===== src/rvPkg.sv =====
package rvPkg;

    // Datapath widths
    localparam int xlen     = 32;
    localparam int regAddrW = 5;

    // Instruction, data, address and PC word
    typedef logic [xlen-1:0] word_t;
    // Register index
    typedef logic [regAddrW-1:0] regAddr_t;

    // Data RAM depth in words
    localparam int dmemWords = 256;
    // First PC out of reset
    localparam word_t resetPc = '0;

    // Major opcodes of the supported RV32I subset
    typedef enum logic [6:0] {
        opLui    = 7'b0110111,
        opAuipc  = 7'b0010111,
        opJal    = 7'b1101111,
        opJalr   = 7'b1100111,
        opBranch = 7'b1100011,
        opLoad   = 7'b0000011,
        opStore  = 7'b0100011,
        opImm    = 7'b0010011,
        opReg    = 7'b0110011,
        opSystem = 7'b1110011
    } opcode_e;

    // Low three bits follow funct3, bit 3 is the funct7[5] variant
    typedef enum logic [3:0] {
        aluAdd   = 4'b0000,
        aluSll   = 4'b0001,
        aluSlt   = 4'b0010,
        aluSltu  = 4'b0011,
        aluXor   = 4'b0100,
        aluSrl   = 4'b0101,
        aluOr    = 4'b0110,
        aluAnd   = 4'b0111,
        aluSub   = 4'b1000,
        aluSra   = 4'b1101,
        aluPassB = 4'b1111
    } aluOp_e;

    // Immediate layouts
    typedef enum logic [2:0] {
        fmtI = 3'd0,
        fmtS = 3'd1,
        fmtB = 3'd2,
        fmtU = 3'd3,
        fmtJ = 3'd4
    } immFmt_e;

    // Write-back source
    typedef enum logic [1:0] {
        wbAlu     = 2'd0,
        wbMem     = 2'd1,
        wbPcPlus4 = 2'd2
    } wbSrc_e;

endpackage


===== src/immGen.sv =====
`timescale 1ns/1ps

module immGen (
    input  rvPkg::word_t    instrQ,
    input  rvPkg::immFmt_e  immFmt,
    output rvPkg::word_t    imm
);

    import rvPkg::*;

    // Sign bit is always instruction bit 31
    logic sign;

    assign sign = instrQ[31];

    always_comb
    begin
        case (immFmt)
            // Stores split the offset around rd
            fmtS:
                imm = {{20{sign}}, instrQ[31:25], instrQ[11:7]};
            // Branch offset, halfword granular
            fmtB:
                imm = {{19{sign}}, instrQ[31], instrQ[7], instrQ[30:25],
                       instrQ[11:8], 1'b0};
            // Upper 20 bits, low part zero
            fmtU:
                imm = {instrQ[31:12], 12'b0};
            // JAL offset, scrambled 20 bits
            fmtJ:
                imm = {{11{sign}}, instrQ[31], instrQ[19:12], instrQ[20],
                       instrQ[30:21], 1'b0};
            // I format, also the fallback
            default:
                imm = {{20{sign}}, instrQ[31:20]};
        endcase
    end

endmodule


===== config.mk =====
export PLATFORM = sky130hd
export DESIGN_NAME = immGen
export DESIGN_NICKNAME = d
export VERILOG_FILES = /design/src/rvPkg.sv /design/src/immGen.sv
export SDC_FILE = /design/constraint.sdc
export NUM_CORES = 1
export LEC_CHECK = 0
export BUFFER_PORTS_ARGS = -buffer_cell sky130_fd_sc_hd__buf_2
export CAP_MARGIN = 30
export CELL_PAD_IN_SITES_DETAIL_PLACEMENT = 1
export CELL_PAD_IN_SITES_GLOBAL_PLACEMENT = 1
export CORE_MARGIN = 3
export CORE_UTILIZATION = 21
export DETAILED_ROUTE_END_ITERATION = 16
export PLACE_DENSITY = 0.91
export SLEW_MARGIN = 10
export SYNTH_ARGS = -nofsm -noshare
export SYNTH_HDL_FRONTEND = slang
export SYNTH_SLANG_ARGS = --single-unit

===== constraint.sdc =====
create_clock -name vclk -period 1.3
set_input_delay 0.195 -clock vclk [all_inputs]
set_output_delay 0.195 -clock vclk [all_outputs]
set_load 0.01 [all_outputs]

==> metrics.yaml <==
p_per_area_nw_per_um2: 403.2
area_growth_pct: 92.60
rows: 18
dr.pass1.iters: 4
die_height_um: 59.09
p_sw_frac: 0.5122
vdd_drop_max_mv: 0.1632
maxCapViolCount: 0
p_int_mw: 0.2242
hp-class: "in -> out"
drc_errors: 0
p_total_mw: 0.4595
viasPerCell: 5.203
place.gp.congestion: 0.7121
finalCriticalPeriod_ns: 1.354
status: "finished, violations left"
clockPowerShare: 0
crit_buf_inv: 2
die-area_sq_um: 3491
cp-end-kind: "output pin"
drtIter0Drc: 29
drive_gt1_frac: 0.6579
n_clock_buffer: 0
synth-compound-area-share: 0.4715
hold_viol: 0
leakage_nw: 0.5954
fin_nets: 189
port_buffers: 60
vias: 947
arrival_ns: 1.16
fin_crit_sh: 1.041
p_switching_mw: 0.2354
crit_slowest_cell: "or3b_4"
critPathLaunchType: "input port"
finalInstanceArea_sq_um: 1140
seqCellArea_sq_um: 0
maxSlewViolCount: 0
worst_slack_ns: -0.05383
io_pins: 67
overflow: 0
die_x_um: 59.09
syn_avg_cell_area_sq_um: 6.576
synth.area.top_cells: "a21o_1 14%, a211oi_1 10%, nor2b_1 8.5%, o22ai_1 8.5%, and3b_1 5.9%"
synth_area_sq_um: 591.8
slew_headroom: 0.8078
n_sequential_cell: 0
worst_pin_slew_ns: 0.2883
synth_top_family_by_area: "compound AO/OA/AOI/OAI gates"
ctsHoldBuffers: 0
core_region_area_sq_um: 2567
violations: "setup timing"
antenna_found_initial: 0
synth-simple-area-share: 0.3615
wire_per_inst_um: 15.97
fmax_ghz: 0.7386
synthAdderAreaFrac: 0
multiInputGateArea_sq_um: 623.1
hpwl_um: 2191
grt_pass1_wl_um: 4602
postPlaceCellArea_sq_um: 945.9
rsz0062_at_grt: "true"
crit_chain: "buf_8 -> or3b_4 -> nor2_2 -> a211oi_2 -> buf_2"
critPathKind: "in -> out"
fillers: 338
muxShareOfSynthArea: 0.03383
initial_core_util: 0.2305
comb_power_share: 1.000
seq_power_share: 0
routed_wl_um: 2906
finalSetupViolCount: 9
crit_family: "simple AND/OR/NAND/NOR gates"
synth-xor-area-share: 0
cp_data_required_time_ns: 1.11
synth_top_area_cell: "a21o_1"
netlist_instances: 90
grt_pass1_vias: 968
antenna_left: 0
grt_start_max_net_pins: 18
synth-seq-area-share: 0
yosysUniqueCellTypes: 25
path_max_fanout: 8
grt_usage: 0.1597
n_antenna_cell: 0
yosysWarningCount: 0
max_stage_delay_ns: 0.50
dp.cells: 178
synth_top_area_frac: 0.1395
finalNonFillerCells: 182
synthesis.nets: 125
metrics by stage:
step / hold slack [ns] / TNS (ns) / utilization / setup WS [ns]
finish: 0.6824 / -0.2434 / 0.4440 / -0.05383
floorplan: 0.4818 / 0 / - / 0.1425
CTS: 0.6876 / -0.2433 / 0.4069 / -0.04466
global placement: 0.6784 / -0.9811 / 0.3684 / -0.07308
global route: 0.6918 / -0.6566 / 0.4440 / -0.08002
detailed placement: 0.6855 / -1.952 / 0.3684 / -0.1027
timing repair:
item | 4_1_cts | 5_1_grt
buffers inserted | 3 | 1
endpoints found under the setup margin | 30 | 25
cloned | 0 | 0
pin swaps | 7 | 7
gates resized for setup | 20 | 25
layout make-up:
cell class / instances / share of cell area
inverter: 2 / 0.006586
timing repair buffer: 74 / 0.4138
tap: 30 / 0.03293
multi-input combinational: 76 / 0.5467
power groups by stage:
stage | Sequential (mW) | Combinational [mW] | Clock, mW
6_report | 0 | 0.460 | 0
5_1_grt | 0 | 0.497 | 0
2_1_floorplan | 0 | 0.206 | 0
4_1_cts | 0 | 0.424 | 0
3_3_place_gp | 0 | 0.367 | 0
3_5_place_dp | 0 | 0.383 | 0
cells in the final DEF (no fill, tap or decap), types with 2 or more instances in the layout:
master,count
a22o_1,2
a21o_1,11
nand2_1,3
and3b_1,3
o22ai_1,8
buf_8,2
nor2_2,3
buf_2,57
buf_12,2
nor2b_2,3
inv_1,2
a21oi_1,6
and4bb_2,2
buf_6,5
a211oi_2,7
buf_4,8
nor2b_1,6
o21ai_1,2
mux2i_1,2
nor2_4,5
o21ai_0,4
worst paths after layout:
check                     end  depth (start not counted)        from
worst max-delay path  imm[13]                          5   immFmt[1]
worst min-delay path  imm[31]                          2  instrQ[31]
Yosys cell counts (2+ instances only):
cell type,number
buf_2,5
nand2b_1,2
clkbuf_1,2
a21oi_1,6
mux2i_1,2
a21o_1,11
a211oi_1,8
nor2b_1,8
nand2_1,3
nor2_1,8
o22ai_1,8
o21ai_0,6
inv_1,2
and3b_1,4
buf_4,3
a22o_1,2
and4bb_2,2
layer usage:
| metal | global-route usage | vias up | part of all wire |
|---|---|---|---|
| met2 | 0.2934 | 38 | 0.50 |
| met4 | 0.03236 | 0 | 0.017 |
| li1 | - | 461 | - |
| met3 | 0.01089 | 4 | 0.054 |
| met5 | 0 | - | 0 |
| met1 | 0.2026 | 444 | 0.43 |
cells by family after synthesis:
family	count (synthesis)
AO/OA/AOI/OAI	42
buffers and inverters	14
multiplexers	2
AND/OR/NAND/NOR	32
Power figures use the tool's default switching activity.
