===== src/rvPkg.sv =====
package rvPkg;

    // Datapath widths
    localparam int xlen     = 32;
    localparam int regAddrW = 5;

    // Instruction, data, address and PC word
    typedef logic [xlen-1:0] word_t;
    // Register index
    typedef logic [regAddrW-1:0] regAddr_t;

    // Data RAM depth in words
    localparam int dmemWords = 256;
    // First PC out of reset
    localparam word_t resetPc = '0;

    // Major opcodes of the supported RV32I subset
    typedef enum logic [6:0] {
        opLui    = 7'b0110111,
        opAuipc  = 7'b0010111,
        opJal    = 7'b1101111,
        opJalr   = 7'b1100111,
        opBranch = 7'b1100011,
        opLoad   = 7'b0000011,
        opStore  = 7'b0100011,
        opImm    = 7'b0010011,
        opReg    = 7'b0110011,
        opSystem = 7'b1110011
    } opcode_e;

    // Low three bits follow funct3, bit 3 is the funct7[5] variant
    typedef enum logic [3:0] {
        aluAdd   = 4'b0000,
        aluSll   = 4'b0001,
        aluSlt   = 4'b0010,
        aluSltu  = 4'b0011,
        aluXor   = 4'b0100,
        aluSrl   = 4'b0101,
        aluOr    = 4'b0110,
        aluAnd   = 4'b0111,
        aluSub   = 4'b1000,
        aluSra   = 4'b1101,
        aluPassB = 4'b1111
    } aluOp_e;

    // Immediate layouts
    typedef enum logic [2:0] {
        fmtI = 3'd0,
        fmtS = 3'd1,
        fmtB = 3'd2,
        fmtU = 3'd3,
        fmtJ = 3'd4
    } immFmt_e;

    // Write-back source
    typedef enum logic [1:0] {
        wbAlu     = 2'd0,
        wbMem     = 2'd1,
        wbPcPlus4 = 2'd2
    } wbSrc_e;

endpackage


===== src/alu.sv =====
`timescale 1ns/1ps

module alu (
    input  rvPkg::word_t    opA,
    input  rvPkg::word_t    opB,
    input  rvPkg::aluOp_e   aluOp,
    output rvPkg::word_t    result
);

    import rvPkg::*;

    // Shift distance from the low five bits
    logic [4:0] shamt;

    assign shamt = opB[4:0];

    always_comb
    begin
        case (aluOp)
            aluAdd:
                result = opA + opB;
            aluSub:
                result = opA - opB;
            aluSll:
                result = opA << shamt;
            // Compares yield 0 or 1
            aluSlt:
                result = word_t'($signed(opA) < $signed(opB));
            aluSltu:
                result = word_t'(opA < opB);
            aluXor:
                result = opA ^ opB;
            aluSrl:
                result = opA >> shamt;
            // Arithmetic shift keeps the sign
            aluSra:
                result = word_t'($signed(opA) >>> shamt);
            aluOr:
                result = opA | opB;
            aluAnd:
                result = opA & opB;
            // LUI route
            aluPassB:
                result = opB;
            default:
                result = '0;
        endcase
    end

endmodule


===== config.mk =====
export PLATFORM = sky130hd
export DESIGN_NAME = alu
export DESIGN_NICKNAME = d
export VERILOG_FILES = /design/src/rvPkg.sv /design/src/alu.sv
export SDC_FILE = /design/constraint.sdc
export NUM_CORES = 1
export LEC_CHECK = 0
export ABC_AREA = 0
export BUFFER_PORTS_ARGS = -buffer_cell sky130_fd_sc_hd__buf_2
export CAP_MARGIN = 25
export CORE_UTILIZATION = 60
export DETAILED_ROUTE_END_ITERATION = 6
export PLACE_DENSITY = 0.89
export SETUP_SLACK_MARGIN = 0.02
export SKIP_LAST_GASP = 1
export SLEW_MARGIN = 25
export SYNTH_ARGS = -nofsm -noshare
export SYNTH_HDL_FRONTEND = slang
export SYNTH_SLANG_ARGS = --single-unit

===== constraint.sdc =====
create_clock -name vclk -period 8.11
set_input_delay 0.811 -clock vclk [all_inputs]
set_output_delay 0.811 -clock vclk [all_outputs]
set_load 0.05 [all_outputs]

==> results.txt <==
* DRC Markers: 25
* Slack of the critical path: 2164 ps
- Stage delay of the slowest cell on the critical path: 540 ps
- Power spread over the standard cell area amounts to 84.89 mW/mm2.
* Gate power share: 100.0%
- The run finished, with violations left.
- Diodes inserted: 0
* Max Freq: 0.1682 GHz
* Sw frac: 69.17%
* Syn Std Cell Area: 0.008828 mm2
- Critical path endpoint category: primary output
* Port bufs: 100
- Share of post-route cells with drive strength above 1: 13.05%
- Sorting the synthesized cells by area gives the leading types as sky130_fd_sc_hd__ha_1 14%, sky130_fd_sc_hd__nor2_1 9.0%, sky130_fd_sc_hd__a21oi_1 7.5%, sky130_fd_sc_hd__o21ai_0 6.3%, sky130_fd_sc_hd__mux2i_1 6.2%.
- Headroom to the max-slew limit came out at 24.93%.
* Total Routing Usage GR: 51.74%
- Data required time at the worst endpoint: 7300 ps
- After global routing the overflow that remains totals 0.
* Cell internal pwr: 0.0002411 W
- Buf/Inv on CP: 5
- Drt via density: 7.507
* Worst path arrival time: 5140 ps
* Worst path cell trace: buf_2 -> buf_4 -> inv_1 -> buf_4 -> ha_1 -> nor2b_1 -> o21ai_1 -> a21oi_1 -> o21ai_1 -> o21ai_0 -> a221oi_1 -> o21ai_1 -> nor3_1 -> or4_1 -> o31a_1 -> buf_2
* Hold path cells: 6
* Hold Path Class: input port to primary output
* Worst vdd rail ir drop: 0.00005262 V
- First-pass GRT wire length: 58.97 mm
* Start-to-end type of the worst setup path: input port to primary output
- The number of nets in the synthesized netlist is 1547.
- Total via count in the routed design: 11760
- Counting stages on the worst path, the most repeated cell is sky130_fd_sc_hd__o21ai_1.
* Y dimension of the die: 123.3 um
* Clkbuf count: 0
* Layout Area Growth over Synthesis: 4.351%
* Maximum Capacitance Violations: 0
- During synthesis, Yosys emitted a total of 0 warnings.
- Number of global-route vias before repair: 10090
- Routability congestion estimate from global placement: 1.161
- Among cell families on the critical path, the largest total delay comes from compound AO/OA/AOI/OAI gates.
- Number of nets still failing antenna checks after routing: 0
* Final Util: 65.36%
* Sequential share of the synthesized area: 0%
- Crit path depth: 16
* Violations in the final reports: design-rule violations
* Mean instance size in the synthesized netlist: 6.402 um2
- The final critical path takes up 73.32% of the cycle.
* Accumulated negative setup slack: 0 ps
- Pin count of the biggest net entering global routing: 74
- The biggest area contributor in the post-synthesis netlist is sky130_fd_sc_hd__ha_1.
- Among all stages on the critical path, the largest delay is contributed by sky130_fd_sc_hd__or4_1.
- Routed wire length: 40.43 mm
- Full die area: 0.01520 mm2
- At the placement stage, the worst setup path has a slack of 2375 ps.
* Startpoint class of the critical path: input port
- Of all nets on the critical path, the largest fanout is 66.
- Number of hold violations in the final report: 0
- Total number of sequential cells: 0
- Standby leakage power: 4.098 nW
- Once the clock tree was built, the resizer swapped 0 gates to a different size.
* Proportion of power drawn by flip-flops and latches: 0%
* Sequential standard cell area: 0 um2
* Transition time at the pin with the least slew margin: 1122 ps
- The count of pins over their slew limit is 0.
- Counting I/O delays and the setup requirement, the final critical path takes 5946 ps.
* Count of TritonRoute iterations in the first routing pass: 7
* Iteration-0 DRC Markers: 1866
* Hold Slack: 2294 ps
- Clock power share: 0%
- Placement row count: 43
- Post-synthesis cell count: 1379
- The floorplan step defined a core boundary enclosing 0.01410 mm2.
- Top-area cell type share of the netlist area: 13.89%
- Width of the die: 123.3 um
- Overall power consumption after layout is estimated at 0.0007821 W.
* Ports placed on the boundary: 100
* Switching component of the power: 0.0005410 W
- Setup violations remaining at the end of the flow were counted as 0.
- Setup repair after global routing left no endpoint under its margin.
- For this configuration, the core starts out at a cell density of 62.63%.
- The number of antenna violations at the first check in global routing came to 2.
* Post-DP HPWL: 31.09 mm
- Synth cell types: 88
- In this run, post-CTS hold repair placed 0 buffers.
* Routed wire length per instance: 25.80 um
- Number of buffers inserted by post-CTS setup repair: 0
- Number of nets in the finished design: 1557
[metrics by stage]
stage	cells	cell area, um2
CTS	1567	9213
detailed placement	1567	9213
global placement	1567	9213
floorplan	1379	8828
global route	1567	9213
finish	1567	9213
[power by group through the flow]
stage          Clock, W  Combinational [W]  Sequential, W
2_1_floorplan         0           0.000530              0
4_1_cts               0           0.000740              0
3_5_place_dp          0           0.000737              0
6_report              0           0.000782              0
5_1_grt               0           0.000814              0
3_3_place_gp          0           0.000730              0
[logic make-up after synthesis]
kind of cell	Yosys count	share of synthesized area [%]
XOR/XNOR	19	1.885
AO/OA/AOI/OAI	514	38.96
AND/OR/NAND/NOR	451	22.90
adder cells (fa/ha/maj)	100	14.34
multiplexers	84	12.10
buffers and inverters	211	9.807
[Yosys cell counts, drive strengths merged (23+ instances only)]
cell    count
ha         98
buf        50
inv       102
clkbuf     56
a21o       23
nand2     102
nor3       32
nor2      212
a211oi     27
mux2i      55
o21ai     120
a21oi     133
[worst min-delay path: cells and delay by family]
kind                   cells  cell delay [ps]
buffers and inverters      2              360
AOI/OAI and AO/OA          4              300
[final cells by class]
class,instances,area (um2)
multi-input cells,1168,7985
fillers,1365,4883
well taps,180,225.2
inverters,105,394.1
repair buffers,114,608.1
[worst paths after layout]
kind / start / endpoint / slack (ps)
hold / removal: opB[29] / result[29] / 2290
setup / recovery: opB[2] / result[30] / 2160
[metal layers]
layer	global-route usage, %	vias up	part of all wire (%)
li1	-	5097	-
met1	69.28	5375	37
met2	72.84	1072	39
met3	18.22	219	17
met4	25.00	0	6.5
met5	0	-	0
[layout by cell type, fill, tap and decap left out, types with 13 or more instances in the layout]
cell type,synthesis,layout
sky130_fd_sc_hd__nor2_1,211,209
sky130_fd_sc_hd__a21o_1,23,23
sky130_fd_sc_hd__o22ai_1,16,16
sky130_fd_sc_hd__xnor2_1,17,17
sky130_fd_sc_hd__a221oi_1,20,20
sky130_fd_sc_hd__nand3_1,20,20
sky130_fd_sc_hd__inv_1,99,99
sky130_fd_sc_hd__a211oi_1,26,26
sky130_fd_sc_hd__mux2i_1,55,55
sky130_fd_sc_hd__nor3_1,32,31
sky130_fd_sc_hd__nor2b_1,13,13
sky130_fd_sc_hd__o21ai_0,111,111
sky130_fd_sc_hd__o211ai_1,21,21
sky130_fd_sc_hd__o221ai_1,22,22
sky130_fd_sc_hd__buf_4,6,15
sky130_fd_sc_hd__buf_2,29,99
sky130_fd_sc_hd__a21oi_1,132,132
sky130_fd_sc_hd__ha_1,98,98
sky130_fd_sc_hd__mux4_2,17,17
sky130_fd_sc_hd__nand2_1,101,101
Note: power is estimated with default switching activity, not from simulation.
