File: src/rvPkg.sv
package rvPkg;

    // Datapath widths
    localparam int xlen     = 32;
    localparam int regAddrW = 5;

    // Instruction, data, address and PC word
    typedef logic [xlen-1:0] word_t;
    // Register index
    typedef logic [regAddrW-1:0] regAddr_t;

    // Data RAM depth in words
    localparam int dmemWords = 256;
    // First PC out of reset
    localparam word_t resetPc = '0;

    // Major opcodes of the supported RV32I subset
    typedef enum logic [6:0] {
        opLui    = 7'b0110111,
        opAuipc  = 7'b0010111,
        opJal    = 7'b1101111,
        opJalr   = 7'b1100111,
        opBranch = 7'b1100011,
        opLoad   = 7'b0000011,
        opStore  = 7'b0100011,
        opImm    = 7'b0010011,
        opReg    = 7'b0110011,
        opSystem = 7'b1110011
    } opcode_e;

    // Low three bits follow funct3, bit 3 is the funct7[5] variant
    typedef enum logic [3:0] {
        aluAdd   = 4'b0000,
        aluSll   = 4'b0001,
        aluSlt   = 4'b0010,
        aluSltu  = 4'b0011,
        aluXor   = 4'b0100,
        aluSrl   = 4'b0101,
        aluOr    = 4'b0110,
        aluAnd   = 4'b0111,
        aluSub   = 4'b1000,
        aluSra   = 4'b1101,
        aluPassB = 4'b1111
    } aluOp_e;

    // Immediate layouts
    typedef enum logic [2:0] {
        fmtI = 3'd0,
        fmtS = 3'd1,
        fmtB = 3'd2,
        fmtU = 3'd3,
        fmtJ = 3'd4
    } immFmt_e;

    // Write-back source
    typedef enum logic [1:0] {
        wbAlu     = 2'd0,
        wbMem     = 2'd1,
        wbPcPlus4 = 2'd2
    } wbSrc_e;

endpackage

File: src/regFile.sv
`timescale 1ns/1ps

module regFile (
    input  logic             clk,
    input  logic             rst,
    input  rvPkg::regAddr_t  rs1,
    input  rvPkg::regAddr_t  rs2,
    input  rvPkg::regAddr_t  rd,
    input  logic             wrEn,
    input  rvPkg::word_t     wrData,
    output rvPkg::word_t     rdData1,
    output rvPkg::word_t     rdData2
);

    import rvPkg::*;

    word_t regs [0:(1 << regAddrW)-1];

    // x0 is never written, so it stays at its reset value
    always_ff @(posedge clk or posedge rst)
    begin
        if (rst)
        begin
            for (int i = 0; i < (1 << regAddrW); i++)
            begin
                regs[i] <= '0;
            end
        end
        else if (wrEn && rd != '0)
        begin
            regs[rd] <= wrData;
        end
    end

    // Asynchronous read ports
    assign rdData1 = regs[rs1];
    assign rdData2 = regs[rs2];

    // Zero register holds across every write
    assert property (@(posedge clk) disable iff (rst) rs1 == '0 |-> rdData1 == '0)
        else $error("x0 read returned non-zero");

endmodule

File: config.mk
export PLATFORM = sky130hd
export DESIGN_NAME = regFile
export DESIGN_NICKNAME = d
export VERILOG_FILES = /design/src/rvPkg.sv /design/src/regFile.sv
export SDC_FILE = /design/constraint.sdc
export NUM_CORES = 2
export LEC_CHECK = 0
export ABC_AREA = 1
export BUFFER_PORTS_ARGS = -buffer_cell sky130_fd_sc_hd__buf_2
export CAP_MARGIN = 20
export CORE_AREA = 2 2 324 326
export CTS_CLUSTER_SIZE = 30
export DETAILED_ROUTE_END_ITERATION = 6
export DIE_AREA = 0 0 326 328
export HOLD_SLACK_MARGIN = 0.08
export MAX_ROUTING_LAYER = met4
export PLACE_DENSITY = 0.78
export SLEW_MARGIN = 15
export SYNTH_ARGS = -nofsm -noshare
export SYNTH_HDL_FRONTEND = slang
export SYNTH_SLANG_ARGS = --single-unit
File: constraint.sdc
create_clock -name clk -period 29.9 [get_ports clk]
set_clock_uncertainty 0.15 [all_clocks]
set_input_delay 1.495 -clock clk [delete_from_list [all_inputs] [get_ports clk]]
set_output_delay 1.495 -clock clk [all_outputs]
set_load 0.01 [all_outputs]
==> flow_metrics.py <==
metrics = {
    "status": {
        "outcome": "complete, but fails checks",
        "failed_checks": "DRC",
    },
    "drt": {
        "wl_per_cell_um": 21.9,
        "dr.pass1.iters": 7,
        "drt_iter0_markers": 9757,
        "ant_nets": 0,
        "vias": 58000,
        "wl_um": 203000,
        "drc": 13,
        "viasPerCell": 6.25,
    },
    "finish": {
        "areaGrowthSynthToFinish_pct": 6.98,
        "drive_gt1_share_pct": 5.14,
        "top_regs": "regs (1024)",
        "regArea_sq_um": 25600,
        "stdcell_area_sq_um": 60300,
        "multi_input_area_sq_um": 27600,
        "nets": 7856,
        "largest_reg_flops": 1024,
        "largest-register": "regs",
        "fill_cells": 9369,
    },
    "logic_synthesis": {
        "synth_area_leaders": "dfrtp_1 (45%), nand2_1 (25%), nand3_1 (14%)",
        "ys_seq_elements": 1024,
        "yosys.area.top_type_share_pct": 45.5,
        "synth_top_cell_by_area": "dfrtp_1",
        "synth_area_sq_um": 56400,
        "synth_nets": 8322,
        "ys_seq_area_share_pct": 45.5,
        "postSynthCellCount": 8272,
        "synth_cell_types": 19,
        "syn_area_per_cell_sq_um": 6.82,
        "ys_warn_count": 0,
    },
    "grt": {
        "grt_overflow": 0,
        "grt_start_max_net_pins": 233,
        "grt_pass1_vias": 53600,
        "track_usage_pct": 38.3,
        "antenna_found_initial": 8,
        "grt_pass1_wl_um": 312000,
    },
    "timing": {
        "hold_viol_final": 0,
        "max_freq_mhz": 138,
        "finalCriticalPeriod_ps": 7230,
        "fin_crit_sh_pct": 24.2,
        "rsz0062_at_grt": "false",
        "slew-limit-headroom_pct": 9.06,
        "fin_setup_tns_ps": 0,
        "finalMaxSlewViolations": 0,
        "tightest_slew_ps": 1360,
        "finalSetupViolations": 0,
    },
    "clock_tree": {
        "htreeDepth": 3,
        "clock_latency_ps": 690,
        "cts.sinks": 1024,
        "cts_hold_buffers": 0,
        "cts_setup_buffers": 0,
        "cts_tree": "built",
        "cts-buffers-inserted": 108,
        "cts_resized": 0,
        "cts-root-buf": "clkbuf_16",
        "clockBufferDepth": 3,
        "clkTransAtPathRegs_ps": 60,
    },
    "worst_setup_path": {
        "end_kind": "output pin",
        "crit_fanout": 114,
        "worst-r2r-cell-count": 2,
        "cp.arrival_ps": 5580,
        "start_kind": "primary input",
        "cp_slowest_stage_delay_ps": 990,
        "crit_type": "in -> out",
        "critical_path_required_ps": 28260,
        "cpMostUsedCell": "nand2_1",
        "cp_cell_sequence": "buf_8 > inv_8 > buf_4 > buf_4 > nand3_1 > nand3_1 > nand2_1 > nand2_1 > nand2_1 > nand2_1 > nand2_1 > buf_2",
        "slowest_stage": "buf_4",
    },
    "die": {
        "die_width_um": 326,
        "rows": 118,
        "die_area_sq_um": 107000,
        "core_sq_um": 103000,
        "initial_utilization_pct": 54.6,
        "ios": 114,
        "die_y_um": 328,
    },
    "pwr": {
        "leakage_nw": 29.1,
        "p_int_mw": 2.77,
        "p_clk_share_pct": 35.2,
        "net-switching-power_mw": 1.30,
        "comb_power_share_pct": 19.2,
        "switching_share_pct": 32.0,
        "p_per_area_nw_per_um2": 67.6,
        "peakVddDrop_v": 0.0000534,
        "pwr-share-seq_pct": 45.7,
    },
    "hold_path": {
        "hold_class": "reg -> reg",
        "whs_path_depth": 0,
    },
    "placed_design": {
        "dpl_cell_area_sq_um": 56400,
        "placement.io_buffers": 113,
        "dp_hpwl_um": 94400,
        "place_congestion": 0.855,
    },
    "job": {
        "maxCapViolations": 0,
    },
}
path summary, 6_finish.rpt:
path                       startpoint         end  slack, ps
max                            rs2[1]  rdData2[3]      22670
max in group asynchronous         rst   regs[415]      25740
min reg2reg                regs[1008]  regs[1008]        250
min in group asynchronous         rst   regs[900]        780
max reg2reg                 regs[509]   regs[509]      28940
min                        regs[1008]  regs[1008]        250
critical path: cells and delay by family:
family	cells	cell delay (ps)
simple gates	7	840
buf+inv	5	3000
cells in the mapped netlist:
cell,n
o21ai_1,27
buf_1,63
nor3_2,3
inv_2,12
buf_4,3
clkbuf_1,557
nand3_1,1537
dfrtp_1,1024
nor3_1,5
nor2_1,160
a21oi_1,160
buf_2,118
nand2_2,21
nor3_4,3
nor2_4,5
buf_6,9
nand2_1,3717
o21ai_0,805
inv_1,43
power groups by stage:
| stage | sequential (mW) | clock, mW | combinational, mW |
|---|---|---|---|
| 2_1_floorplan | 1.83 | 0 | 0.590 |
| 3_3_place_gp | 1.86 | 0 | 0.736 |
| 3_5_place_dp | 1.87 | 0 | 0.764 |
| 4_1_cts | 1.85 | 1.44 | 0.767 |
| 5_1_grt | 1.89 | 1.49 | 0.891 |
| 6_report | 1.86 | 1.43 | 0.782 |
routing by layer:
layer	share of wire, %	track usage, %	vias up
met2	43	56.8	4373
met5	0	-	-
met4	5.2	18.6	0
li1	-	-	25900
met3	14	8.30	796
met1	38	50.0	27000
per-stage QoR:
step                      std cells  setup WS (ps)  util [%]  hold WS, ps  power (mW)
after floorplan                8272          14140         -          301        2.42
after global placement         9066          23020      54.6          236        2.60
after detailed placement       9067          22980      54.6          238        2.63
after CTS                      9265          22900      58.3          253        4.06
after global routing           9280          22720      58.4          263        4.27
final                          9281          22670      58.4          252        4.08
layout make-up:
class,instances,area share (%)
clock buffer,159,5.32
tap,1380,2.86
multi-input combinational,6443,45.8
timing repair buffer,174,2.12
sequential,1024,42.5
clock inverter,39,0.913
antenna,7,0.0290
inverter,55,0.423
kinds of logic (layout without fill, tap and decap cells):
| kind of cell | Yosys count | in the layout | synth area share (%) |
|---|---|---|---|
| AOI/OAI and AO/OA | 992 | 992 | 8.81 |
| and+or+nand+nor | 5451 | 5451 | 40.0 |
| DFF | 1024 | 1024 | 45.5 |
| other | 0 | 7 | 0 |
| buffers and inverters | 805 | 427 | 5.76 |
layout by cell type (no fill, tap or decap):
cell        synthesis  routed
nand2_1          3717    3712
nand3_1          1537    1537
dfrtp_1          1024    1024
o21ai_0           805     805
nor2_1            160     160
a21oi_1           160     160
clkbuf_16           0     110
buf_2             118     107
buf_4               3      47
inv_1              43      36
o21ai_1            27      27
clkbuf_8            0      27
nand2_4             0      26
clkbuf_1          557      22
clkinv_2            0      16
bufinv_16           0      12
inv_2              12      10
buf_12              0      10
clkinvlp_4          0       8
diode_2             0       7
nor3_1              5       5
nor2_4              5       5
inv_8               0       4
buf_8               0       4
buf_16              0       4
nor3_4              3       3
nor3_2              3       3
inv_6               0       3
clkinv_8            0       3
inv_4               0       2
buf_6               9       2
No activity file was read; power rests on OpenSTA's default activity.
