### src/rvPkg.sv
package rvPkg;

    // Datapath widths
    localparam int xlen     = 32;
    localparam int regAddrW = 5;

    // Instruction, data, address and PC word
    typedef logic [xlen-1:0] word_t;
    // Register index
    typedef logic [regAddrW-1:0] regAddr_t;

    // Data RAM depth in words
    localparam int dmemWords = 256;
    // First PC out of reset
    localparam word_t resetPc = '0;

    // Major opcodes of the supported RV32I subset
    typedef enum logic [6:0] {
        opLui    = 7'b0110111,
        opAuipc  = 7'b0010111,
        opJal    = 7'b1101111,
        opJalr   = 7'b1100111,
        opBranch = 7'b1100011,
        opLoad   = 7'b0000011,
        opStore  = 7'b0100011,
        opImm    = 7'b0010011,
        opReg    = 7'b0110011,
        opSystem = 7'b1110011
    } opcode_e;

    // Low three bits follow funct3, bit 3 is the funct7[5] variant
    typedef enum logic [3:0] {
        aluAdd   = 4'b0000,
        aluSll   = 4'b0001,
        aluSlt   = 4'b0010,
        aluSltu  = 4'b0011,
        aluXor   = 4'b0100,
        aluSrl   = 4'b0101,
        aluOr    = 4'b0110,
        aluAnd   = 4'b0111,
        aluSub   = 4'b1000,
        aluSra   = 4'b1101,
        aluPassB = 4'b1111
    } aluOp_e;

    // Immediate layouts
    typedef enum logic [2:0] {
        fmtI = 3'd0,
        fmtS = 3'd1,
        fmtB = 3'd2,
        fmtU = 3'd3,
        fmtJ = 3'd4
    } immFmt_e;

    // Write-back source
    typedef enum logic [1:0] {
        wbAlu     = 2'd0,
        wbMem     = 2'd1,
        wbPcPlus4 = 2'd2
    } wbSrc_e;

endpackage

### src/pcUnit.sv
`timescale 1ns/1ps

module pcUnit (
    input  logic          clk,
    input  logic          rst,
    input  logic          execValid,
    input  logic          isBranch,
    input  logic          isJal,
    input  logic          isJalr,
    input  logic [2:0]    funct3,
    input  rvPkg::word_t  rsVal1,
    input  rvPkg::word_t  rsVal2,
    input  rvPkg::word_t  imm,
    output rvPkg::word_t  pc,
    output rvPkg::word_t  pcPlus4
);

    import rvPkg::*;

    logic  taken;
    word_t target;
    word_t pcNext;

    // Branch condition from funct3
    always_comb
    begin
        case (funct3)
            3'b000:  taken = (rsVal1 == rsVal2);
            3'b001:  taken = (rsVal1 != rsVal2);
            3'b100:  taken = ($signed(rsVal1) < $signed(rsVal2));
            3'b101:  taken = ($signed(rsVal1) >= $signed(rsVal2));
            3'b110:  taken = (rsVal1 < rsVal2);
            3'b111:  taken = (rsVal1 >= rsVal2);
            default: taken = 1'b0;
        endcase
    end

    assign pcPlus4 = pc + 32'd4;
    // JALR target drops bit 0
    assign target  = isJalr ? ((rsVal1 + imm) & ~word_t'(1)) : (pc + imm);
    assign pcNext  = (isJal || isJalr || (isBranch && taken)) ? target : pcPlus4;

    // Bubbles leave the PC in place
    always_ff @(posedge clk or posedge rst)
    begin
        if (rst)
            pc <= resetPc;
        else if (execValid)
            pc <= pcNext;
    end

endmodule

### config.mk
export PLATFORM = sky130hd
export DESIGN_NAME = pcUnit
export DESIGN_NICKNAME = d
export VERILOG_FILES = /design/src/rvPkg.sv /design/src/pcUnit.sv
export SDC_FILE = /design/constraint.sdc
export NUM_CORES = 1
export LEC_CHECK = 0
export ABC_AREA = 1
export ABC_CLOCK_PERIOD_IN_PS = 5160
export BUFFER_PORTS_ARGS = -buffer_cell sky130_fd_sc_hd__buf_2
export CORE_UTILIZATION = 45
export DETAILED_ROUTE_END_ITERATION = 8
export PLACE_DENSITY = 0.74
export SYNTH_ARGS = -nofsm -noshare
export SYNTH_HDL_FRONTEND = slang
export SYNTH_SLANG_ARGS = --single-unit
export TNS_END_PERCENT = 20
### constraint.sdc
create_clock -name clk -period 5.16 [get_ports clk]
set_clock_uncertainty 0.2 [all_clocks]
set_input_delay 0.258 -clock clk [delete_from_list [all_inputs] [get_ports clk]]
set_output_delay 0.258 -clock clk [all_outputs]
set_load 0.05 [all_outputs]
==> metrics.txt <==
source-to-sink clock delay at the later pin of the worst-skew pair 0.28 ns; run status completed; Data arrival, critical path 3.25 ns; Root Buffer sky130_fd_sc_hd__clkbuf_16; number of buffers on the longest clock path 2; die width 128 um; slowest CP cell sky130_fd_sc_hd__fa_1; post-route clock period utilization 62.7%; diode count 0; HPWL Detailed 20.1 mm; PostCTS Resize Cnt 0; max-cap violation count 0; hold crit path type in2reg; Setup Total Neg Slack 0 ns; number of buffers created by CTS 5; share of synthesized area occupied by flip-flops and latches 11.1%; Hold Path End pc[0]; syn avg cell area 5.88 um2; number of library cell types mapped by synthesis 41; cell count of the worst hold path 4; antenna-violating nets left 0; Most common cell on crit path sky130_fd_sc_hd__nand2_1; leading cell types by count after synthesis 318 x sky130_fd_sc_hd__nand2_1, 156 x sky130_fd_sc_hd__inv_1, 122 x sky130_fd_sc_hd__a21oi_1, 120 x sky130_fd_sc_hd__nor2_1, 94 x sky130_fd_sc_hd__ha_1; Final Hold Vio Count 0; Reg clk slew, reported paths 0.05 ns; gate count of the mapped netlist 1,225; setup-violating endpoint count in the final report 0; leading register cell type out of synthesis sky130_fd_sc_hd__dfrtp_1; most instantiated library cell after synthesis sky130_fd_sc_hd__nand2_1; Worst Setup Start Kind flip-flop; registers with the highest flip-flop counts pc: 32 flops; via total after detailed routing 8,548; count of pins over their slew limit 0; RSZ-0062 raised after global routing false; initial antenna violation count 0; CP Capture Type flip-flop; WS Path Type reg2reg; family of cells with the greatest summed delay on the critical path simple AND/OR/NAND/NOR gates; core box area 15,400 um2; worst reg2reg path endpoint pc[26]; GRT Total Usage 29.1%; count of flip-flops with a built-in enable after synthesis 0; count of input and output buffers 168; layout cell share with drive strength beyond 1 14.3%; via count of the first global-routing pass 7,816; die area 16,500 um2; Std-Cell Rows 45; post-synthesis instance area 7200 um2; peak fanout along the critical path 5; Hold Crit Start imm[0]; Worst Path Required 5.17 ns; Detailed Route Iter0 Violations 716; async set-or-reset flop fraction in the synthesized netlist 100%; Critical R2R Launch pc[0]; signed area change from the synthesized netlist to the final layout 16.2%; final hold slack 0.228 ns; Mapped Nets 1,426; cell area power density 317 nW/um2; total congestion overflow 0; top cell type by total area after synthesis sky130_fd_sc_hd__nand2_1; detailed-route vias per instance 5.37; clock tree sinks 32; routed wirelength normalized by instance count 15.0 um; pin count of the biggest net entering global routing 35; clock tree from TritonCTS built; Leak 4.57 nW; clock period minus final worst setup slack 3.24 ns; Critical Path, Cell by Cell ha_1, fa_1, nand3_1, nand2_1, a21boi_0, o21ai_0, nand2_1, nand2_1, nand2_1, nand3_1, nand2_1, nand2_1, o21ai_0, inv_1, nand2_1, nand3_1, nand2_1; critical path's largest stage delay 0.42 ns; worst IR drop on VDD 0.272 mV; number of flip-flops in the largest register 32; normalized max-slew margin 30.2%; number of cells on the worst reg-to-reg path 17; YS warnings 0; register with the most flip-flops pc; count of state elements after synthesis 32; share of Yosys cell area claimed by the top area cell type 16.6%; gp weighted congestion 0.924; buffers and inverters on the worst path 1; first drt pass iteration count 5; net count reported at finish 1,581; global-route wire length before repair 38.0 mm; total wire length after detailed routing 23.8 mm; register-to-register path setup slack 1.92 ns; initial core utilization 46.7%; Die Span Y 128 um; maximum clock frequency 309 MHz; H-tree level count 2; # IOs 169; transition time at the pin with the least slew margin 1.05 ns; count of unresolved DRC violations after routing 0; cell types occupying the most area after synthesis sky130_fd_sc_hd__nand2_1 17%, sky130_fd_sc_hd__ha_1 16%, sky130_fd_sc_hd__dfrtp_1 11%
report_power, final:
group / internal (mW) / switching, mW / total (mW)
Clock: 0.192 / 0.103 / 0.295
Sequential: 0.311 / 0.136 / 0.447
Combinational: 0.566 / 1.35 / 1.91
Total: 1.07 / 1.59 / 2.66
logic make-up (layout without fill, tap and decap cells):
kind of cell             count (synthesis)  count (layout)  share of synthesized area, %
multiplexers                             1               1                         0.139
flip-flops                              32              32                          11.1
buffers and inverters                  183             339                          9.97
AO/OA/AOI/OAI                          247             247                          18.5
adder cells (fa/ha/maj)                 96              96                          16.9
AND/OR/NAND/NOR                        618             618                          37.4
XOR/XNOR                                48              48                          5.94
worst max-delay path by stage:
| stage | start | depth (start not counted) | end |
|---|---|---|---|
| after global placement | rsVal1[31] | 15 | pc[0] |
| after global routing | pc[0] | 17 | pc[26] |
| after floorplan | pc[2] | 13 | pc[21] |
| final | pc[0] | 17 | pc[26] |
| after detailed placement | rsVal1[31] | 15 | pc[1] |
| after CTS | pc[0] | 17 | pc[26] |
worst min-delay path, delay by kind of cell:
kind | cells | cell delay (ns)
AND/OR/NAND/NOR | 1 | 0.04
AO/OA/AOI/OAI | 1 | 0.14
buffers and inverters | 1 | 0.10
adder cells (fa/ha/maj) | 1 | 0.13
layout make-up:
class	instances	area, um2
Fill cell	1661	7060
Multi-Input combinational cell	1010	5680
Timing Repair Buffer	172	873
Sequential cell	32	801
Inverter	159	597
Tap cell	211	264
Clock buffer	8	146
through the flow:
stage                     instance area [um2]  total power, mW  util (%)  cells  setup slack (ns)
after global placement                   8210             2.32      53.2   1583              1.72
after global routing                     8370             2.88      54.2   1592              1.59
final                                    8370             2.66      54.2   1592              1.92
after detailed placement                 8210             2.33      53.2   1583              1.72
after CTS                                8370             2.63      54.2   1592              1.98
after floorplan                          7200             1.85         -   1225              1.71
per-layer routing:
layer | share of wire [%] | track usage [%] | vias up
met5 | 0 | 0 | -
met4 | 2.5 | 9.07 | 0
met3 | 7.3 | 2.66 | 35
met2 | 42 | 46.0 | 360
met1 | 48 | 41.5 | 3751
li1 | - | - | 4402
cells in the final DEF, fill, tap and decap left out, types with 3 or more instances in the layout:
| cell | netlist | routed |
|---|---|---|
| sky130_fd_sc_hd__a21boi_0 | 6 | 6 |
| sky130_fd_sc_hd__a21o_1 | 12 | 12 |
| sky130_fd_sc_hd__a21oi_1 | 122 | 122 |
| sky130_fd_sc_hd__a22oi_1 | 3 | 3 |
| sky130_fd_sc_hd__a31oi_1 | 5 | 5 |
| sky130_fd_sc_hd__buf_2 | 5 | 168 |
| sky130_fd_sc_hd__buf_4 | 3 | 3 |
| sky130_fd_sc_hd__clkbuf_16 | 0 | 5 |
| sky130_fd_sc_hd__dfrtp_1 | 32 | 32 |
| sky130_fd_sc_hd__ha_1 | 94 | 94 |
| sky130_fd_sc_hd__inv_1 | 156 | 156 |
| sky130_fd_sc_hd__inv_2 | 3 | 3 |
| sky130_fd_sc_hd__nand2_1 | 318 | 318 |
| sky130_fd_sc_hd__nand3_1 | 91 | 91 |
| sky130_fd_sc_hd__nand3b_1 | 26 | 26 |
| sky130_fd_sc_hd__nand4_1 | 15 | 15 |
| sky130_fd_sc_hd__nor2_1 | 120 | 119 |
| sky130_fd_sc_hd__nor2_2 | 2 | 3 |
| sky130_fd_sc_hd__nor3_1 | 25 | 25 |
| sky130_fd_sc_hd__nor3_2 | 3 | 3 |
| sky130_fd_sc_hd__nor4_1 | 6 | 6 |
| sky130_fd_sc_hd__o21a_1 | 6 | 6 |
| sky130_fd_sc_hd__o21ai_0 | 82 | 82 |
| sky130_fd_sc_hd__o21bai_1 | 5 | 5 |
| sky130_fd_sc_hd__or2_2 | 4 | 4 |
| sky130_fd_sc_hd__xnor2_1 | 14 | 14 |
| sky130_fd_sc_hd__xor2_1 | 33 | 33 |
repair_timing:
item	in CTS	in global routing
endpoints found under the hold margin	32	0
setup buffers	0	0
hold buffers	1	0
Note: power is estimated with default switching activity, not from simulation.
