===== src/rvPkg.sv =====
package rvPkg;

    // Datapath widths
    localparam int xlen     = 32;
    localparam int regAddrW = 5;

    // Instruction, data, address and PC word
    typedef logic [xlen-1:0] word_t;
    // Register index
    typedef logic [regAddrW-1:0] regAddr_t;

    // Data RAM depth in words
    localparam int dmemWords = 256;
    // First PC out of reset
    localparam word_t resetPc = '0;

    // Major opcodes of the supported RV32I subset
    typedef enum logic [6:0] {
        opLui    = 7'b0110111,
        opAuipc  = 7'b0010111,
        opJal    = 7'b1101111,
        opJalr   = 7'b1100111,
        opBranch = 7'b1100011,
        opLoad   = 7'b0000011,
        opStore  = 7'b0100011,
        opImm    = 7'b0010011,
        opReg    = 7'b0110011,
        opSystem = 7'b1110011
    } opcode_e;

    // Low three bits follow funct3, bit 3 is the funct7[5] variant
    typedef enum logic [3:0] {
        aluAdd   = 4'b0000,
        aluSll   = 4'b0001,
        aluSlt   = 4'b0010,
        aluSltu  = 4'b0011,
        aluXor   = 4'b0100,
        aluSrl   = 4'b0101,
        aluOr    = 4'b0110,
        aluAnd   = 4'b0111,
        aluSub   = 4'b1000,
        aluSra   = 4'b1101,
        aluPassB = 4'b1111
    } aluOp_e;

    // Immediate layouts
    typedef enum logic [2:0] {
        fmtI = 3'd0,
        fmtS = 3'd1,
        fmtB = 3'd2,
        fmtU = 3'd3,
        fmtJ = 3'd4
    } immFmt_e;

    // Write-back source
    typedef enum logic [1:0] {
        wbAlu     = 2'd0,
        wbMem     = 2'd1,
        wbPcPlus4 = 2'd2
    } wbSrc_e;

endpackage


===== src/instrDecoder.sv =====
`timescale 1ns/1ps

module instrDecoder (
    input  logic             clk,
    input  logic             rst,
    input  logic             instrValid,
    input  rvPkg::word_t     instr,
    output rvPkg::regAddr_t  rs1,
    output rvPkg::regAddr_t  rs2,
    output rvPkg::regAddr_t  rd,
    output logic [2:0]       funct3,
    output rvPkg::opcode_e   opcode,
    output rvPkg::aluOp_e    aluOp,
    output rvPkg::immFmt_e   immFmt,
    output rvPkg::wbSrc_e    wbSel,
    output logic             regWrite,
    output logic             memWrite,
    output logic             aluSrcImm,
    output logic             aluSrcPc,
    output logic             isBranch,
    output logic             isJal,
    output logic             isJalr,
    output logic             execValid,
    output logic             illegal,
    output rvPkg::word_t     instrQ
);

    import rvPkg::*;

    // funct7[5] picks SUB and SRA
    logic   altOp;
    aluOp_e aluFunct;

    // Decode register, empty slot after reset
    always_ff @(posedge clk or posedge rst)
    begin
        if (rst)
        begin
            execValid <= 1'b0;
            instrQ    <= '0;
        end
        else
        begin
            execValid <= instrValid;
            // Word only loaded on a strobe, the valid bit marks bubbles
            if (instrValid)
            begin
                instrQ <= instr;
            end
        end
    end

    // Fixed field positions
    assign opcode = opcode_e'(instrQ[6:0]);
    assign rd     = instrQ[11:7];
    assign funct3 = instrQ[14:12];
    assign rs1    = instrQ[19:15];
    assign rs2    = instrQ[24:20];

    // SUB only exists for register ops, SRAI and SRA share funct3 101
    assign altOp    = instrQ[30] && ((funct3 == 3'b101) ||
                                     (opcode == opReg && funct3 == 3'b000));
    assign aluFunct = aluOp_e'({altOp, funct3});

    always_comb
    begin
        // No-operation levels
        aluOp     = aluAdd;
        immFmt    = fmtI;
        wbSel     = wbAlu;
        regWrite  = 1'b0;
        memWrite  = 1'b0;
        aluSrcImm = 1'b0;
        aluSrcPc  = 1'b0;
        isBranch  = 1'b0;
        isJal     = 1'b0;
        isJalr    = 1'b0;
        illegal   = 1'b0;
        // Bubble keeps every level low
        if (execValid)
        begin
            case (opcode)
                opLui:
                begin
                    regWrite  = 1'b1;
                    aluSrcImm = 1'b1;
                    aluOp     = aluPassB;
                    immFmt    = fmtU;
                end
                opAuipc:
                begin
                    regWrite  = 1'b1;
                    aluSrcImm = 1'b1;
                    aluSrcPc  = 1'b1;
                    immFmt    = fmtU;
                end
                opJal:
                begin
                    regWrite = 1'b1;
                    wbSel    = wbPcPlus4;
                    isJal    = 1'b1;
                    immFmt   = fmtJ;
                end
                opJalr:
                begin
                    regWrite = 1'b1;
                    wbSel    = wbPcPlus4;
                    isJalr   = 1'b1;
                end
                opBranch:
                begin
                    isBranch = 1'b1;
                    immFmt   = fmtB;
                end
                opLoad:
                begin
                    regWrite  = 1'b1;
                    wbSel     = wbMem;
                    aluSrcImm = 1'b1;
                end
                opStore:
                begin
                    memWrite  = 1'b1;
                    aluSrcImm = 1'b1;
                    immFmt    = fmtS;
                end
                opImm:
                begin
                    regWrite  = 1'b1;
                    aluSrcImm = 1'b1;
                    aluOp     = aluFunct;
                end
                opReg:
                begin
                    regWrite = 1'b1;
                    aluOp    = aluFunct;
                end
                // SYSTEM, FENCE and anything unknown
                default:
                begin
                    illegal = 1'b1;
                end
            endcase
        end
    end

    // A slot never both writes a register and stores
    assert property (@(posedge clk) disable iff (rst) !(regWrite && memWrite))
        else $error("regWrite and memWrite high together");

    // Bubbles drive no side effects and no illegal flag
    assert property (@(posedge clk) disable iff (rst)
        !execValid |-> !(regWrite || memWrite || isBranch || isJal || isJalr || illegal))
        else $error("enable high on a bubble");

endmodule


===== config.mk =====
export PLATFORM = sky130hd
export DESIGN_NAME = instrDecoder
export DESIGN_NICKNAME = d
export VERILOG_FILES = /design/src/rvPkg.sv /design/src/instrDecoder.sv
export SDC_FILE = /design/constraint.sdc
export NUM_CORES = 1
export LEC_CHECK = 0
export BUFFER_PORTS_ARGS = -buffer_cell sky130_fd_sc_hd__buf_2
export CAP_MARGIN = 25
export CELL_PAD_IN_SITES_DETAIL_PLACEMENT = 2
export CELL_PAD_IN_SITES_GLOBAL_PLACEMENT = 2
export CORE_MARGIN = 3
export CORE_UTILIZATION = 22
export DETAILED_ROUTE_END_ITERATION = 10
export PLACE_DENSITY_LB_ADDON = 0.25
export SLEW_MARGIN = 30
export SYNTH_ARGS = -nofsm -noshare
export SYNTH_HDL_FRONTEND = slang
export SYNTH_SLANG_ARGS = --single-unit

===== constraint.sdc =====
create_clock -name clk -period 1.15 [get_ports clk]
set_input_delay 0 -clock clk [delete_from_list [all_inputs] [get_ports clk]]
set_output_delay 0 -clock clk [all_outputs]
set_load 0.02 [all_outputs]

==> results of run 1 <==
==> worst reg2reg max path, cell delays in order (launching register included) <==
cell and delay [ns]:
dfrtp_2 0.41, buf_6 0.12, buf_6 0.12, buf_6 0.12, mux2_4 0.27
==> cell families (layout without fill, tap and decap cells) <==
logic type / count (synthesis) / in the layout
AND/OR/NAND/NOR: 34 / 34
buffers and inverters: 34 / 185
flip-flops: 33 / 33
multiplexers: 30 / 30
AO/OA/AOI/OAI: 14 / 14
==> metal layers <==
| layer | share of wire (%) | wire, um | GRT usage [%] |
|---|---|---|---|
| met1 | 40 | 2500 | 16.1 |
| met2 | 52 | 3260 | 26.5 |
| met3 | 7.4 | 464 | 3.85 |
| met4 | 0.50 | 31 | 3.61 |
| met5 | 0 | 0 | 0 |
==> cell usage after synthesis, types with 2 or more instances <==
cell type  number  area share [%]
a21boi_1        4             1.8
nor2_1          2            0.44
a21oi_1         3            0.88
nand2_1        10             2.2
nor2b_1         2            0.73
mux2_2         30              20
clkbuf_1        3            0.66
buf_2           3            0.88
o21ai_0         5             1.5
and2_1          2            0.73
buf_4          25              11
nor4_2          2             1.5
inv_1           3            0.66
and3_1          6             2.2
dfrtp_1        33              48
==> worst paths after layout <==
kind                                  from    endpoint  slack [ns]  depth (start not counted)
max in group asynchronous              rst   instrQ[6]        0.45                          4
min in group asynchronous              rst  instrQ[18]        0.35                          4
worst min-delay path            instrValid   execValid        0.07                          2
worst max-delay path             instrQ[2]    aluOp[1]       -0.58                          6
worst max register to register   instrQ[6]   instrQ[6]       -0.01                          4
worst min register to register  instrQ[26]  instrQ[26]        0.51                          1
==> power groups by stage <==
| stage | Combinational, mW | Clock [mW] | Sequential [mW] |
|---|---|---|---|
| floorplan | 0.506 | 0 | 1.55 |
| global placement | 0.975 | 0 | 1.39 |
| detailed placement | 0.988 | 0 | 1.40 |
| CTS | 1.16 | 0.907 | 1.38 |
| global route | 1.30 | 0.947 | 1.40 |
| finish | 1.21 | 0.857 | 1.38 |
==> flip-flops by register name, indices dropped and copies added, names as in the netlist <==
signal     cells
execValid      1
instrQ        32
==> layout make-up <==
type / instances / area [um2] / share of cell area (%)
tap: 99 / 124 / 3.90
sequential: 33 / 835 / 26.3
inverter: 3 / 11.3 / 0.354
timing repair buffer: 174 / 1310 / 41.1
clock inverter: 1 / 7.51 / 0.236
clock buffer: 7 / 76.3 / 2.40
multi-input combinational: 78 / 817 / 25.7
==> stage by stage <==
step	util [%]	instance area (um2)	power [mW]	setup slack, ns	TNS, ns
2_1_floorplan	-	1810	2.06	-0.221	-1.84
3_3_place_gp	33.0	2440	2.36	-0.245	-2.16
3_5_place_dp	33.0	2440	2.38	-0.263	-2.38
4_1_cts	41.9	3100	3.44	-0.566	-8.92
5_1_grt	42.9	3180	3.64	-0.666	-9.45
6_report	42.9	3180	3.44	-0.581	-7.79
==> what timing repair did <==
item | 4_1_cts | 5_1_grt
hold buffers | 33 | 0
pin swaps | 13 | 8
endpoints found under the hold margin | 65 | 0
setup buffers | 10 | 3
gates resized for setup | 51 | 22
setup endpoints to repair | 17 | 25
==> flow_metrics.tcl, run 1 <==
set metrics [dict create \
    outcome "finished, violations left" \
    violations "setup timing" \
    synth_adder_area_share_pct 0 \
    syn_area_mm2 0.00171 \
    htree_num_levels 2 \
    finalHoldViolCount 0 \
    firstDrtPassIters 4 \
    syn_avg_cell_area_um2 11.8 \
    synthXorXnorAreaFrac_pct 0 \
    cpMostUsedCell "buf_6" \
    synth_flop_cell "dfrtp_1" \
    criticalPathCategory "flip-flop to output port" \
    routedWlPerCell_um 15.8 \
    port_buffers 109 \
    dp_cells 344 \
    dieHeight_um 94.2 \
    synth_compound_area_share_pct 5.04 \
    setup_viol 22 \
    final_max_slew_viol_count 0 \
    root_buffer "clkbuf_8" \
    finalCriticalPeriod_ns 1.73 \
    tritoncts "yes" \
    antenna_found_initial 0 \
    synthesis.instances 145 \
    start_util_pct 23.1 \
    overflow 0 \
    p_leak_nw 1.51 \
    final.setup.worst_slack_ns -0.581 \
    fin_cells 395 \
    ir_worst_vdd_uv 379 \
    fin_skew_ns 0 \
    crit_slowest_cell "dfrtp_2" \
    power_frac_clock_pct 24.9 \
    synth-simple-area-share_pct 13.8 \
    hp-class "input port to flip-flop" \
    crit_family "buffers and inverters" \
    numCtsBuffers 5 \
    vias 1673 \
    clkTransAtPathRegs_ns 0.07 \
    grt_pass1_wl_um 9850 \
    synth.area.mux_share_pct 19.7 \
    crit_buf_inv 3 \
    arrival_ns 1.73 \
    grt_pass1_vias 1878 \
    hpwl_um 4050 \
    core-area_mm2 0.00741 \
    rsz0062_at_grt "true" \
    max_stage_delay_ns 0.43 \
    yosysWarnings 0 \
    synth_cell_types 27 \
    relSlewSlack_pct 70.6 \
    antenna_cells 0 \
    swShare_pct 33.7 \
    synth_edf_count 0 \
    ios 110 \
    place.gp.congestion 0.731 \
    post-route-period-util_pct 150 \
    synth_seq_area_share_pct 48.2 \
    synth_top_family_by_area "multiplexers" \
    die-area_mm2 0.00887 \
    worst_pin_slew_ns 0.441 \
    final_cell_mix "buf_2 (87), dlygate4sd3_1 (33), buf_6 (33), mux2_2 (29), dfrtp_1 (26)" \
    clkSinkCount 33 \
    holdWs_ns 0.0747 \
    cp_max_fo 4 \
    synth_nets 180 \
    power_density_mw_per_mm2 1080 \
    track_usage_pct 14.3 \
    die_w_um 94.2 \
    startpoint_type "flip-flop" \
    drive_gt1_share_pct 72.0 \
    row_count 31 \
    nFillCells 776 \
    async_flop_share_pct 100 \
    drt-total-wl_um 6250 \
    fmax_ghz 0.578 \
    maxCapViolCount 0 \
    endpoint_kind "output port" \
    viasPerCell 4.24 \
    switchingPower_mw 1.16 \
    detail_route.drc_violations 0 \
    p_seq_share_pct 40.0 \
    p_int_mw 2.28 \
    grt_max_degree 34 \
    final_common_cell "buf_2" \
    path_cells "buf_6, nor4_4, buf_4, nand2_4, a21boi_4, buf_6" \
    final_nets 330 \
    synth-seq-cells 33 \
    area_growth_pct 85.7 \
    ant_nets 0 \
    critPathRequiredTime_ns 1.15 \
    drt_iter0_markers 21 \
    max-clock-path-buffers 2 \
    clock_latency_ns 0.27 \
    comb_power_share_pct 35.0 \
]
(Power assumes the default switching activity.)
==> inputs of run 2 (changes only) <==
- CORE_MARGIN: 3 -> 8
- GPL_TIMING_DRIVEN: default -> 0
==> flow_metrics.tcl, run 2 (same netlist as run 1, synthesis figures left out) <==
set metrics [dict create \
    outcome "finished, violations left" \
    violations "setup timing" \
    worstReg2RegStart "instrQ[4]" \
    dpl-instance-area_mm2 0.00248 \
    antenna_found_initial 0 \
    firstDrtPassIters 3 \
    drive_gt1_share_pct 74.4 \
    setup_viol 19 \
    ant_nets 0 \
    cp_max_fo 3 \
    finalCriticalPeriod_ns 1.73 \
    tritoncts "yes" \
    power.total_mw 3.60 \
    arrival_ns 1.73 \
    htree_num_levels 2 \
    startpoint_type "flip-flop" \
    die_w_um 104 \
    crit_buf_inv 3 \
    overflow 0 \
    path_cells "nand2b_4, buf_6, nor4_4, buf_4, nand2_4, a21boi_4, buf_6" \
    clkSinkCount 33 \
    min_from "instrValid" \
    port_buffers 109 \
    crit_slowest_cell "dfrtp_2" \
    post-route-cell-area_mm2 0.00333 \
    grt_pass1_vias 2037 \
    crit_family "buffers and inverters" \
    drt_iter0_markers 19 \
    criticalPathCategory "flip-flop to output port" \
    track_usage_pct 13.0 \
    drt-total-wl_um 7060 \
    area_growth_pct 94.5 \
    viasPerCell 4.21 \
    ios 110 \
    max-clock-path-buffers 2 \
    row_count 32 \
    relSlewSlack_pct 52.3 \
    fin_util_pct 43.5 \
    endpoint_kind "output port" \
    final_max_slew_viol_count 0 \
    rsz0062_at_grt "true" \
    critPathRequiredTime_ns 1.15 \
    final_nets 350 \
    grt_pass1_wl_um 11500 \
    ir_worst_vdd_uv 423 \
    root_buffer "clkbuf_8" \
    routedWlPerCell_um 16.9 \
    start_util_pct 22.4 \
    dieHeight_um 104 \
    worst_pin_slew_ns 0.715 \
    vias 1761 \
    fin_skew_ns 0 \
    final_common_cell "buf_2" \
    max_stage_delay_ns 0.41 \
    die-area_mm2 0.0109 \
    clock_latency_ns 0.28 \
    fmax_ghz 0.578 \
    largest-register "instrQ" \
    power_density_mw_per_mm2 1080 \
    cpMostUsedCell "buf_6" \
    grt_max_degree 34 \
    top_regs "instrQ: 32 flops, execValid: 1 flops" \
    maxCapViolCount 0 \
    antenna_cells 0 \
    whs_endpoint "instrQ[9]" \
    clkTransAtPathRegs_ns 0.07 \
    p_leak_nw 1.61 \
    final_cell_mix "buf_2 (91), dlygate4sd3_1 (34), buf_4 (33), buf_6 (33), mux2_2 (30)" \
    r2r-end "instrQ[4]" \
    detail_route.drc_violations 0 \
    final.setup.worst_slack_ns -0.581 \
    hpwl_um 4600 \
    hp-class "input port to flip-flop" \
    core-area_mm2 0.00765 \
    holdWs_ns 0.298 \
    largest_reg_flops 32 \
    place.gp.congestion 0.667 \
    numCtsBuffers 5 \
    rrSetupSlack_ns 0.09 \
    min_path_cells 3 \
    post-route-period-util_pct 151 \
    finalHoldViolCount 0 \
    reg2reg_depth 3 \
]
-- run 2: cell types whose count changed in the layout (fill, tap and decap cells not counted), sizes merged --
cell	change
buf	+17
clkbuf	+3
clkinvlp	-1
dlygate4sd3	+1
-- run 2: where the power goes --
group          switching (mW)  internal (mW)  total [mW]
clock network           0.419          0.488       0.908
registers               0.112           1.28        1.39
logic                   0.655          0.641        1.30
total                    1.19           2.41        3.60
-- run 2: worst max-delay path by stage --
stage | startpoint | endpoint | slack (ns) | cells past startpoint
floorplan | instrQ[6] | aluOp[3] | -0.22 | 4
global placement | instrQ[2] | illegal | -0.44 | 5
detailed placement | instrQ[2] | illegal | -0.43 | 5
CTS | instrQ[2] | aluOp[3] | -0.61 | 5
global route | instrQ[6] | aluOp[3] | -0.70 | 6
finish | instrQ[6] | aluOp[2] | -0.58 | 7
-- run 2: layout make-up --
cell class,instances,area [um2]
fillers,811,4320
repair buffers,163,1200
flip-flops and latches,33,836
multi-input cells,78,826
plain buffers,31,238
well taps,102,128
clock buffers,8,90.1
inverters,3,11.3
-- run 2: stage by stage --
stage / worst slack [ns] / TNS [ns] / std cells
floorplan: -0.221 / -1.84 / 145
global placement: -0.441 / -12.43 / 356
detailed placement: -0.431 / -6.55 / 356
CTS: -0.608 / -7.77 / 413
global route: -0.699 / -9.44 / 418
finish: -0.581 / -8.02 / 418
-- run 2: routing by layer --
layer / part of all wire, % / global-route usage (%)
met3: 8.3 / 5.27
met1: 39 / 14.3
met5: 0 / 0
met2: 52 / 22.7
met4: 0.69 / 3.10
-- run 2: worst min-delay path: cells and delay by family --
kind / cells / cell delay (ns)
buf+inv: 2 / 0.28
mux: 1 / 0.26
-- run 2: repair_timing --
item / CTS / global route
pin swaps: 19 / 9
hold endpoints to repair: 66 / 0
hold buffers: 34 / 0
setup endpoints to repair: 17 / 22
gates resized for setup: 57 / 24
buffers inserted: 15 / 8
